===== src/hw/agc_reg_pkg.sv =====
// Register file types and constants
package agc_reg_pkg;

  // Machine word width
  localparam int WORD_W = 15;

  typedef logic [WORD_W-1:0] word_t;

  // Register selects for both read ports and the write port
  typedef enum logic [3:0] {
    A    = 4'd0,
    L    = 4'd1,
    Q    = 4'd2,
    EB   = 4'd3,
    FB   = 4'd4,
    BB   = 4'd5,
    ZERO = 4'd6,
    CYR  = 4'd7,
    SR   = 4'd8,
    CYL  = 4'd9,
    SL   = 4'd10
  } reg_sel_t;

  // Bank field positions inside a word
  localparam int BANK_W = 3;
  localparam int EB_LSB = 9;
  localparam int FB_LSB = 12;

  typedef logic [BANK_W-1:0] bank_num_t;

  // Shared bank bits behind EB, FB and BB
  typedef struct packed {
    bank_num_t eb;
    bank_num_t fb;
  } bank_bits_t;

  // Register write request
  typedef struct packed {
    logic     en;
    reg_sel_t sel;
    word_t    data;
  } reg_write_t;

endpackage


===== src/hw/agc_addr_pkg.sv =====
// Address map types and constants
package agc_addr_pkg;

  localparam int SOFT_ADDR_W = 12;
  localparam int ROM_ADDR_W  = 14;
  localparam int RAM_ADDR_W  = 11;

  typedef logic [SOFT_ADDR_W-1:0] soft_addr_t;
  typedef logic [ROM_ADDR_W-1:0]  rom_addr_t;
  typedef logic [RAM_ADDR_W-1:0]  ram_addr_t;

  // Software address map
  // Below ERASABLE_TOP is erasable, the rest is fixed
  localparam soft_addr_t ERASABLE_TOP         = 12'o2000;
  localparam soft_addr_t FIXED_FIXED_BASE     = 12'o4000;
  localparam soft_addr_t BANKED_ERASABLE_BASE = 12'o1400;

  // Bank sizes in words
  localparam ram_addr_t E_BANK_WORDS = 11'o0400;
  localparam rom_addr_t F_BANK_WORDS = 14'o02000;

  // Full erasable memory depth
  localparam int RAM_WORDS = 2048;

  // Erasable write request, addressed in software space
  typedef struct packed {
    logic               en;
    soft_addr_t         addr;
    agc_reg_pkg::word_t data;
  } mem_write_t;

endpackage


===== src/hw/bank_translate.sv =====
// Software to memory address translation
`timescale 1ns/1ps

module bank_translate (
  input  agc_addr_pkg::soft_addr_t addr,
  input  agc_reg_pkg::bank_bits_t  bank,
  output agc_addr_pkg::rom_addr_t  rom_addr,
  output agc_addr_pkg::ram_addr_t  ram_addr,
  output logic                     is_fixed
);

  import agc_addr_pkg::*;

  // Everything from ERASABLE_TOP up is fixed memory
  assign is_fixed = (addr >= ERASABLE_TOP);

  always_comb begin
    rom_addr = '0;
    ram_addr = '0;
    if (addr >= FIXED_FIXED_BASE) begin
      rom_addr = rom_addr_t'(addr - FIXED_FIXED_BASE);
    end else if (is_fixed) begin
      // Fixed bank picked by FB
      rom_addr = rom_addr_t'(bank.fb) * F_BANK_WORDS
                 + rom_addr_t'(addr - ERASABLE_TOP);
    end else if (addr >= BANKED_ERASABLE_BASE) begin
      // Erasable bank picked by EB
      ram_addr = ram_addr_t'(bank.eb) * E_BANK_WORDS
                 + ram_addr_t'(addr - BANKED_ERASABLE_BASE);
    end else begin
      ram_addr = ram_addr_t'(addr);
    end
  end

endmodule


===== config.mk =====
export PLATFORM = sky130hd
export DESIGN_NAME = bank_translate
export DESIGN_NICKNAME = d
export VERILOG_FILES = /design/src/hw/agc_reg_pkg.sv /design/src/hw/agc_addr_pkg.sv /design/src/hw/bank_translate.sv
export SDC_FILE = /design/constraint.sdc
export NUM_CORES = 1
export LEC_CHECK = 0
export BUFFER_PORTS_ARGS = -buffer_cell sky130_fd_sc_hd__buf_2
export CORE_AREA = 3 3 40 42
export DETAILED_ROUTE_END_ITERATION = 10
export DIE_AREA = 0 0 43 45
export GPL_ROUTABILITY_DRIVEN = 0
export PLACE_DENSITY_LB_ADDON = 0.2
export SYNTH_ARGS = -nofsm -noshare
export SYNTH_HDL_FRONTEND = slang
export SYNTH_SLANG_ARGS = --single-unit

===== constraint.sdc =====
create_clock -name vclk -period 4.4
set_input_delay 0.66 -clock vclk [all_inputs]
set_output_delay 0.66 -clock vclk [all_outputs]
set_load 0.05 [all_outputs]

* Word-level counts from Yosys, hierarchy flattened
Cells that the tools add are included.
** Operators by class
- Shifts and indexed selects :: 0
- $lt $le $gt $ge :: 3
- Bitwise operators :: 0
- Reduce and logical (&&, ||, !) cells :: 0
- Equal/unequal tests :: 0
- Mux-type cells :: 5
- Multiply operators :: 0
- Divide/modulo/power cells :: 0
- $add $sub $neg :: 5
** Operators with widths (count)
- $mux 11 :: 3
- $mux 14 :: 2
- $add 13x14->14 :: 1
- $sub 12x11->13 const B :: 1
- $sub 12x12->13 const B :: 1
- $ge 12x10->1 const B :: 1
- $ge 12x11->1 const B :: 1
- $ge 12x12->1 const B :: 1
- $add 11x11->11 :: 1
- $sub 11x10->11 const B :: 1
** Storage, ports and cells
- Latch bits :: 0
- Register bits :: 0
- ROM bits :: 0
- Memory bits (writable) :: 0
- Logic and storage cells :: 13
- Memories :: 0

* Depth between registers and ports, before layout
- Word-level depth :: 5
- Gate-level depth with buffers :: 8
- Depth with buffers taken out :: 8

* Worst setup path after synthesis
No wires, ideal clock.
- Path kind :: input port to output port
- Start point :: input port addr[11]
- End point :: output port rom_addr[12]
- Stages on the path :: 5
- Arrival :: 2833 ps
- Buffers on the path :: 0
- Data required time :: 3740 ps
- Slack :: 907 ps
- Cell sequence :: inv_1 -> ha_1 -> fa_1 -> xor2_1 -> o31ai_1
** On the way
- Word-level cells in the longest chain between the ends :: 4
- Elaborated cells on any way between the ends :: 7
- Classes of those cells :: 3 x add/sub; 2 x order compare; 2 x mux
** RTL lines
- from (decl) :: RTL line bank_translate.sv:5 : input agc_addr_pkg::soft_addr_t addr,
- $sub 12x11->13 :: RTL line bank_translate.sv:25 : + rom_addr_t'(addr - ERASABLE_TOP);
- $add 13x14->14 :: RTL line bank_translate.sv:25
- $mux 14 :: RTL line bank_translate.sv:22 : end else if (is_fixed) begin
- $mux 14 * :: RTL line bank_translate.sv:20 : if (addr >= FIXED_FIXED_BASE) begin
- to (decl) :: RTL line bank_translate.sv:7 : output agc_addr_pkg::rom_addr_t rom_addr,
Every way passes the cells marked *; elsewhere a longest branch is shown, timed or not.

* Worst setup path in the final report
- Start point :: input port addr[11]
- End point :: output port rom_addr[13]
Same word-level chain as after synthesis.

==> results.md <==
* Row Count at 13
* Max transition margin at 0.736
* DR iter-0 viols at 9
* Hold Crit Class: in2out
* Top cell family by delay on the critical path: buffers and inverters
* Critical path buffers and inverters at 4
* Share of cells above drive strength 1 at 0.432
* Worst VDD drop at 67.6 uV
* Pwr/cell area at 146 nW/um^2
* Antenna cells at 0
* Static Leak at 0.458 nW
* Synth Net Count at 103
* Setup violators final at 0
* Most frequent cells in the layout: buf_2, and2_1, ha_1, inv_1, nor2_1
* Max Clk Rate at 317 MHz
* Slew at the pin closest to its max-slew limit at 0.396 ns
* Total design power at 0.118 mW
* Cell breakdown of the critical path: buf_2, inv_1, ha_1, inv_1, ha_1, a21o_1, a21oi_1, a31oi_1, o32ai_1, buf_2
* Cells on Worst Hold Path at 3
* Final #Nets at 149
* Startpoint types: input pin
* DP HPWL at 1410 um
* Max cap viols at 0
* Max stage delay on crit path at 0.35 ns
* Register area at 0 sq um
* Clock buffers at 0
* Largest net degree at the start of global routing at 10
* Initial Util at 0.445
* DR vias at 689
* Critical path class: in2out
* Syn Std Cell Area at 572 sq um
* Vias/cell at 5.18
* Total GRT Usage at 0.161
* Final hold violations at 0
* Tmin final at 3.15 ns
* Hold Buf Count CTS at 0
* Number of sequential cells at 0
* Commonest non-fill, non-tap cell in the layout: buf_2
* Die X-Extent at 43 um
* Worst path arrival time at 2.49 ns
* Global-route wire length before repair at 2510 um
* Netlist cell types at 29
* Register area share after synthesis at 0
* Antenna-violating nets left at 0
* CP Max Fanout at 8
* DRT Wirelength at 1640 um
* Vias in the first global route at 639
* Final TNS setup at 0 ns
* CP Capture Type: output port
* RSZ-0062 raised after global routing: no
* Worst Hold Endpoint: rom_addr[0]
* Req. time, crit path at 3.74 ns
* Detailed Routing Iterations Pass 1 at 5
* Critical-path top delay cell: ha_1
* Initial antenna violation count at 0
* DIE HEIGHT at 45 um
* Area grow syn2layout at 41.8%
* Post-CTS resize count at 0
* Ys Warns at 0
* Core area at 1280 sq um
* Total Die Area at 1940 sq um
* Fillers at 131
* Tcrit/Tclk final at 0.717
* Drt wl/cell at 12.3 um
* WP depth at 10
* Setup crit start: addr[11]
* DRC Markers at 0
* Grt ovf at 0
* Port Buf Inserts at 44
* Fin. max-slew vios at 0
* Setup bufs post-CTS at 0
* Cells after Synth at 74
* Hold_ws at 1.74 ns
* Boundary Pins at 44
* Status: finished, final reports clean
* Worst Hold Launch: addr[0]
* Average size of a mapped cell at 7.73 sq um
==> per-stage QoR <==
| stage | setup slack, ns | util | cell area [sq um] | std cells |
|---|---|---|---|---|
| floorplan | 0.907 | - | 572 | 74 |
| global placement | 1.32 | 0.631 | 811 | 133 |
| CTS | 1.26 | 0.631 | 811 | 133 |
| detailed placement | 1.26 | 0.631 | 811 | 133 |
| global route | 1.10 | 0.631 | 811 | 133 |
| finish | 1.25 | 0.631 | 811 | 133 |
==> where the power goes <==
part / internal [mW] / switching [mW] / total [mW] / leakage (nW)
Combinational: 0.0370 / 0.0810 / 0.118 / 0.458
Sequential: 0 / 0 / 0 / 0
Clock: 0 / 0 / 0 / 0
Total: 0.0370 / 0.0810 / 0.118 / 0.458
==> logic make-up (layout without fill, tap and decap cells) <==
group / count (synthesis) / after routing / synth area share
and+or+nand+nor: 37 / 37 / 0.387
AOI/OAI and AO/OA: 14 / 14 / 0.228
adders and majority gates: 11 / 11 / 0.254
buffers and inverters: 9 / 53 / 0.0591
xor gates and xnor gates: 3 / 3 / 0.0722
==> how the worst max path moves through the flow <==
stage	slack (ns)	to
6_report	1.25	rom_addr[13]
5_1_grt	1.10	rom_addr[13]
4_1_cts	1.26	rom_addr[13]
3_5_place_dp	1.26	rom_addr[13]
3_3_place_gp	1.32	rom_addr[13]
2_1_floorplan	0.91	rom_addr[12]
==> per-layer routing <==
metal	part of all wire	vias up	track usage
met3	0.054	0	0.00797
met5	0	-	0
met2	0.55	22	0.338
met1	0.39	322	0.179
met4	0	0	0.0241
li1	-	345	-
==> cell usage after synthesis (all sizes together) (2+ instances only) <==
cell	number	area share
a21oi	4	0.035
and2	15	0.16
ha	10	0.22
inv	9	0.059
nand2	4	0.026
nand4	2	0.022
nor2	5	0.033
nor2b	3	0.033
nor3	3	0.044
o31ai	2	0.026
==> cell type report <==
| cell class | instances | area, sq um | area share |
|---|---|---|---|
| tap | 15 | 18.8 | 0.0231 |
| inverter | 9 | 33.8 | 0.0417 |
| multi-input combinational | 65 | 538 | 0.664 |
| timing repair buffer | 44 | 220 | 0.272 |
(Power assumes the default switching activity.)
