## src/hw/agc_reg_pkg.sv

```systemverilog
// Register file types and constants
package agc_reg_pkg;

  // Machine word width
  localparam int WORD_W = 15;

  typedef logic [WORD_W-1:0] word_t;

  // Register selects for both read ports and the write port
  typedef enum logic [3:0] {
    A    = 4'd0,
    L    = 4'd1,
    Q    = 4'd2,
    EB   = 4'd3,
    FB   = 4'd4,
    BB   = 4'd5,
    ZERO = 4'd6,
    CYR  = 4'd7,
    SR   = 4'd8,
    CYL  = 4'd9,
    SL   = 4'd10
  } reg_sel_t;

  // Bank field positions inside a word
  localparam int BANK_W = 3;
  localparam int EB_LSB = 9;
  localparam int FB_LSB = 12;

  typedef logic [BANK_W-1:0] bank_num_t;

  // Shared bank bits behind EB, FB and BB
  typedef struct packed {
    bank_num_t eb;
    bank_num_t fb;
  } bank_bits_t;

  // Register write request
  typedef struct packed {
    logic     en;
    reg_sel_t sel;
    word_t    data;
  } reg_write_t;

endpackage

```

## src/hw/central_regs.sv

```systemverilog
// Central and editing registers
`timescale 1ns/1ps

module central_regs (
  input  logic                    clk,
  input  logic                    rst_l,
  input  agc_reg_pkg::reg_write_t wr,
  input  agc_reg_pkg::reg_sel_t   rd1_sel,
  input  agc_reg_pkg::reg_sel_t   rd2_sel,
  output agc_reg_pkg::word_t      rd1_data,
  output agc_reg_pkg::word_t      rd2_data,
  output agc_reg_pkg::bank_bits_t bank
);

  import agc_reg_pkg::*;

  word_t      a_q;
  word_t      l_q;
  word_t      q_q;
  word_t      cyr_q;
  word_t      sr_q;
  word_t      cyl_q;
  word_t      sl_q;
  bank_bits_t bank_q;

  // Value the selected register holds after this edge
  bank_bits_t bank_nxt;
  word_t      wr_val;

  // Read view of every select, indexed by reg_sel_t
  word_t      stored_view [16];

  // Bank fields placed back at their word positions
  function automatic word_t bank_view(input reg_sel_t sel, input bank_bits_t b);
    word_t eb_w;
    word_t fb_w;
    eb_w = word_t'(b.eb) << EB_LSB;
    fb_w = word_t'(b.fb) << FB_LSB;
    case (sel)
      EB:      return eb_w;
      FB:      return fb_w;
      BB:      return eb_w | fb_w;
      default: return '0;
    endcase
  endfunction

  always_comb begin
    bank_nxt = bank_q;
    case (wr.sel)
      EB: bank_nxt.eb = wr.data[EB_LSB +: BANK_W];
      FB: bank_nxt.fb = wr.data[FB_LSB +: BANK_W];
      BB: begin
        bank_nxt.eb = wr.data[EB_LSB +: BANK_W];
        bank_nxt.fb = wr.data[FB_LSB +: BANK_W];
      end
      default: ;
    endcase
  end

  // Editing registers keep a shifted copy of the word
  always_comb begin
    case (wr.sel)
      A, L, Q:    wr_val = wr.data;
      EB, FB, BB: wr_val = bank_view(wr.sel, bank_nxt);
      CYR:        wr_val = {wr.data[0], wr.data[14:1]};
      SR:         wr_val = {wr.data[14], wr.data[14:1]};
      CYL:        wr_val = {wr.data[13:0], wr.data[14]};
      SL:         wr_val = {wr.data[13:0], 1'b0};
      default:    wr_val = '0;
    endcase
  end

  always_ff @(posedge clk or negedge rst_l) begin
    if (!rst_l) begin
      a_q    <= '0;
      l_q    <= '0;
      q_q    <= '0;
      cyr_q  <= '0;
      sr_q   <= '0;
      cyl_q  <= '0;
      sl_q   <= '0;
      bank_q <= '0;
    end else if (wr.en) begin
      case (wr.sel)
        A:          a_q    <= wr_val;
        L:          l_q    <= wr_val;
        Q:          q_q    <= wr_val;
        EB, FB, BB: bank_q <= bank_nxt;
        CYR:        cyr_q  <= wr_val;
        SR:         sr_q   <= wr_val;
        CYL:        cyl_q  <= wr_val;
        SL:         sl_q   <= wr_val;
        default: ;  // ZERO and unused codes drop the write
      endcase
    end
  end

  always_comb begin
    stored_view     = '{default: '0};
    stored_view[A]  = a_q;
    stored_view[L]  = l_q;
    stored_view[Q]  = q_q;
    stored_view[EB] = bank_view(EB, bank_q);
    stored_view[FB] = bank_view(FB, bank_q);
    stored_view[BB] = bank_view(BB, bank_q);
    stored_view[CYR] = cyr_q;
    stored_view[SR]  = sr_q;
    stored_view[CYL] = cyl_q;
    stored_view[SL]  = sl_q;
  end

  // Same-cycle bypass of the pending write
  assign rd1_data = (wr.en && (rd1_sel == wr.sel)) ? wr_val : stored_view[rd1_sel];
  assign rd2_data = (wr.en && (rd2_sel == wr.sel)) ? wr_val : stored_view[rd2_sel];

  assign bank = bank_q;

endmodule

```

## config.mk

```make
export PLATFORM = sky130hd
export DESIGN_NAME = central_regs
export DESIGN_NICKNAME = d
export VERILOG_FILES = /design/src/hw/agc_reg_pkg.sv /design/src/hw/central_regs.sv
export SDC_FILE = /design/constraint.sdc
export NUM_CORES = 1
export LEC_CHECK = 0
export ABC_AREA = 1
export BUFFER_PORTS_ARGS = -buffer_cell sky130_fd_sc_hd__buf_2
export CORE_MARGIN = 1.5
export CORE_UTILIZATION = 65
export CTS_CLUSTER_SIZE = 28
export DETAILED_ROUTE_END_ITERATION = 10
export HOLD_SLACK_MARGIN = 0.06
export MAX_ROUTING_LAYER = met4
export PLACE_DENSITY = 0.91
export SYNTH_ARGS = -nofsm -noshare
export SYNTH_HDL_FRONTEND = slang
export SYNTH_SLANG_ARGS = --single-unit
```

## constraint.sdc

```tcl
create_clock -name clk -period 1.95 [get_ports clk]
set_input_delay 0.195 -clock clk [delete_from_list [all_inputs] [get_ports clk]]
set_output_delay 0.195 -clock clk [all_outputs]
set_load 0.03 [all_outputs]
```

# == After elaboration in Yosys (flattened, before gate mapping) ==
# Index checks and enable logic that the tools add are counted.
# op_classes
order_cmp,2
reduce_logical,15
n_mux,12
n_eq_ne,11
bitwise,4
# op_table
cell,n
15-bit binary-select mux with 4-bit select,2
15-bit 2-to-1 mux,6
15-bit case mux with 6 select lines,1
15-bit case mux with 3 select lines,1
12-bit by 15-bit bitwise OR with 15-bit output,2
2-bit AND reduction,8
4-bit by 3-bit == test with 1-bit output (second input constant),3
4-bit == test (second input constant),3
5-bit >= comparator (second input constant),2
4-bit NOT with 5-bit output,2
4-bit by 2-bit == test with 1-bit output (second input constant),2
4-bit == test,2
3-bit 2-to-1 mux,2
3-bit OR reduction,2
4-bit by 1-bit == test with 1-bit output (second input constant),1
4-bit zero test,1
2-bit OR reduction,2
1-bit logical AND,2
# word_totals
regBits,111
out_inout_bits,36
in_bits,30

# == Logic depth before layout (Yosys ltp) ==
# logic_depth
depth_word,7
ltp_mapped,11

# == Worst setup path before layout ==
# OpenSTA, ideal clock, no wires.
# synth_timing
path_kind,input port to output port
startpoint,input rd2_sel[0]
endpoint,output rd2_data[0]
required_ns,1.755
path_buffers,2
slack_ns,0.202
stages,8
arrival_time_ns,1.553
cell_sequence,buf_2 -> inv_1 -> buf_2 -> nor2_2 -> o211ai_1 -> nand2_1 -> nand2_1 -> a21oi_1
# synth_via
elab_chain_len,5
elab_cells_between_ends,7
# synth_lines
element,line,rtl
start: declaration,central_regs.sv:9,"input agc_reg_pkg::reg_sel_t rd2_sel,"
4-bit NOT with 5-bit output (implied by the code),central_regs.sv:114,assign rd2_data = (wr.en && (rd2_sel == wr.sel)) ? wr_val : stored_view[rd2_sel];
15-bit binary-select mux with 4-bit select,central_regs.sv:114,
15-bit 2-to-1 mux (implied by the code) (2 in series),central_regs.sv:114,
15-bit 2-to-1 mux *,central_regs.sv:114,
end: declaration,central_regs.sv:11,"output agc_reg_pkg::word_t rd2_data,"
# Every way passes the cells marked *; elsewhere a longest branch is shown, timed or not. The select of a mux whose other input is x is not followed.

# == Worst setup path in the final report ==
# layout_timing
startpoint,input wr[15] in the netlist's numbering
endpoint,output rd1_data[4]
# layout_via
elab_chain_len,4
elab_cells_between_ends,17
# layout_lines
element,line,rtl
start: declaration,central_regs.sv:7,"input agc_reg_pkg::reg_write_t wr,"
4-bit by 3-bit == test with 1-bit output (tied with other cells),"central_regs.sv:39, central_regs.sv:62",
15-bit case mux with 3 select lines / 3-bit OR reduction (equally long branches),"central_regs.sv:39, central_regs.sv:62",
15-bit case mux with 6 select lines,central_regs.sv:62,case (wr.sel)
15-bit 2-to-1 mux *,central_regs.sv:113,assign rd1_data = (wr.en && (rd1_sel == wr.sel)) ? wr_val : stored_view[rd1_sel];
end: declaration,central_regs.sv:10,"output agc_reg_pkg::word_t rd1_data,"
# Every way passes the cells marked *; elsewhere a longest branch is shown, timed or not.

==> results.md <==
- Worst reg-to-reg setup slack: 1.19 ns
- Peak Freq: between 500 and 600 MHz
- Buf/Inv on CP: 3
- Cell Area, Synth: approximately 0.0074 sq mm
- Clock power frac: 0.260
- Post-synthesis cell type count: 24
- DP HPWL: 16800 um
- Post CTS Setup Buffer Count: 0
- Ys Warns: 0
- # IOs: 66
- Commonest non-fill, non-tap cell in the layout: nand2_1
- Final Util: 0.774
- WP data required: 1.75 ns
- Drt initial violations: 1170
- Cell internal pwr: 4.33 mW
- Switching Power: 2.60 mW
- Max Cap Viol: 0
- Max stage delay on crit path: 0.24 ns
- Layout cells sized above 1: 0.150
- Cells on worst reg2reg path: 2
- Worst Tran Pin Value: 0.520 ns
- Placed cells: around 1400
- Adder-Cell Fraction of Synth Area: 0
- Final Hold Fails: 0
- Final max-slew violation count: 0
- Worst vdd ir: ~1.2 mV
- ANT cells: 0
- Worst-path cell chain: buf_2, inv_1, nor2_4, nand2_1, nand2_2, nand2_1, nand3_2, nor2_1, a21oi_1, buf_2
- DP Worst Slack: 0.135 ns
- Post-layout minimum cycle time: 1.88 ns
- Area leader, netlist: dfrtp_1
- Sequential area share after synthesis: 0.374
- Critical R2R Capture: bank[0]
- Synth Area in Compound Gates: 0.125
- Clock sinks: 111
- Routed WL: 22500 um
- Synth Instances: 1175
- Initial Util: 0.677
- Critical path's top delay family: simple AND/OR/NAND/NOR gates
- Finish-stage setup viols: 0
- Crit path capture: rd1_data[4]
- Leak: 4.63 nW
- Ranking of synthesized cells by area: dfrtp_1 (37%), nand2_1 (28%), o21ai_0 (6.1%), inv_1 (5.8%), nand3_1 (5.6%)
- Flops & latches, synth: 111
- Fin crit share: 0.963
- Worst Skew: 0 ns
- DRC Markers: 0
- Final worst slack: 0.0731 ns
- Clock Tree Buf Depth: 2
- Comb pwr share: 0.303
- Stages on worst setup path: 10
- Status: finished, final reports clean
- Layout area overhead: 14.3%
- TritonRoute pass-1 iters: 6
- TritonCTS clock tree: yes
- Clock root buffer: clkbuf_16
- RSZ-0062 raised after global routing: false
- Crit path launch type: primary input
- Final cell count without fillers: around 1400
- Power per standard cell area: 816 mW/mm^2
- Overall global routing resource usage: 0.409
- Worst Setup End Kind: output port
- Max FO, Critical Path: 14
- CTS buffer count: 9
- Post-Synthesis Net Count: ~1200
- DR vias: 8004
- First-pass GRT wire length: roughly 36000 um
- Post-DRT Antenna Nets: 0
- Row count: 38
- Worst Hold Launch: wr[11]
- Total chip power: 6.94 mW
- Number of port buffers: 65
- Clock Latency Late Sink: 0.36 ns
- Vias in the first global route: 7114
- Switching portion of total power: 0.375
- Die Span Y: ~110 um
- Largest family of logic cells by synthesized area: simple AND/OR/NAND/NOR gates
- Clk slew on worst S/H paths: about 0.070 ns
- Relative slew slack: 0.653
- Net total in the final layout: 1284
- CP startpoint: wr[15]
- Initial antenna violation count: 0
- Crit path arrival time: 1.68 ns
- Fraction of synthesized area in multiplexers: 0
- Slowest stage cell, crit path: buf_2
- H-tree Lvls: 3
- Fin Setup TNS: 0 ns
- Core area: 0.0110 sq mm
- Avg Inst Size Synth: between 6 and 7 sq um
- HP Class: in2reg
- Largest net degree at the start of global routing: 44
- Total grt overflow: 0
- Origin of the critical flop-to-flop path: bank[0]
- Area share of and/or/nand/nor cells after synthesis: 0.402
- Die W: 110 um
- DR WL/cell: 16.1 um
- Sequential Power Share: 0.437
- Vias/cell: 5.72
- Top cell type's share of synthesized area: 0.374
- Commonest non-fill, non-tap cells in the layout: nand2_1 (555), inv_1 (115), dfrtp_1 (111)
- Crit Path Class: in2out
- RePlAce Congestion: roughly 1.1
- Synth Area in XOR/XNOR: 0
- Die area: 0.0121 sq mm
metrics by stage:
stage | hold slack [ns] | area [sq um]
5_1_grt | 0.122 | 8500
3_5_place_dp | 0.177 | 8190
3_3_place_gp | 0.176 | 8190
6_report | 0.115 | 8500
4_1_cts | 0.107 | 8490
2_1_floorplan | -0.101 | 7440
tightest hold or removal path: stages:
cell	delay [ns]
buf_2	0.11
nand3_1	0.07
nand2_1	0.06
synthesized netlist by cell type (all sizes together):
cell type  instances
nand2            560
inv              121
dfrtp            111
nand3            100
o21ai             93
nor2              54
buf               41
a21oi             31
o211ai            30
clkbuf            18
o22ai             12
nor3               3
clkinv             1
logic make-up (layout without fill, tap and decap cells):
group,count (synthesis),after routing
DFF,111,111
buffers and inverters,181,265
and+or+nand+nor,717,717
AOI/OAI and AO/OA,166,166
worst min path at each step:
stage	endpoint	cells after the start
finish	bank[5]	3
floorplan	a_q[0]	0
detailed placement	sl_q[11]	1
global placement	sl_q[11]	1
CTS	bank[5]	3
global route	bank[1]	3
power groups by stage:
stage | registers, mW | logic (mW) | clock network [mW]
after floorplan | 3.02 | 1.36 | 0
after global placement | 3.04 | 1.99 | 0
after detailed placement | 3.06 | 2.04 | 0
after CTS | 3.02 | 2.06 | 1.83
after global routing | 3.08 | 2.34 | 1.91
final | 3.03 | 2.10 | 1.80
what timing repair did:
item | CTS | global route
setup endpoints to repair | 0 | 2
hold buffers | 1 | 0
endpoints found under the hold margin | 31 | 0
resized for setup | 0 | 3
registers in the layout, summed over array words and instances (netlist names):
signal,flops
a_q,15
bank,6
cyl_q,15
cyr_q,15
l_q,15
q_q,15
sl_q,15
sr_q,15
layer usage:
metal  wire [um]  part of all wire  vias to the layer above  GRT usage
li1            -                 -                     3843          -
met1        9610              0.43                     3612      0.572
met2        9530              0.42                      502      0.582
met3        2850              0.13                       47      0.104
met4         512             0.023                        0      0.125
met5           0                 0                        -          -
layout make-up:
cell class | count | area, sq um
Clock inverter | 7 | 63.8
Inverter | 122 | 462
Timing Repair Buffer | 127 | 871
Tap cell | 140 | 175
Sequential cell | 111 | 2780
Clock buffer | 9 | 225
Multi-Input combinational cell | 883 | 3930
Fill cell | 857 | 2480
Note: power is estimated with default switching activity, not from simulation.
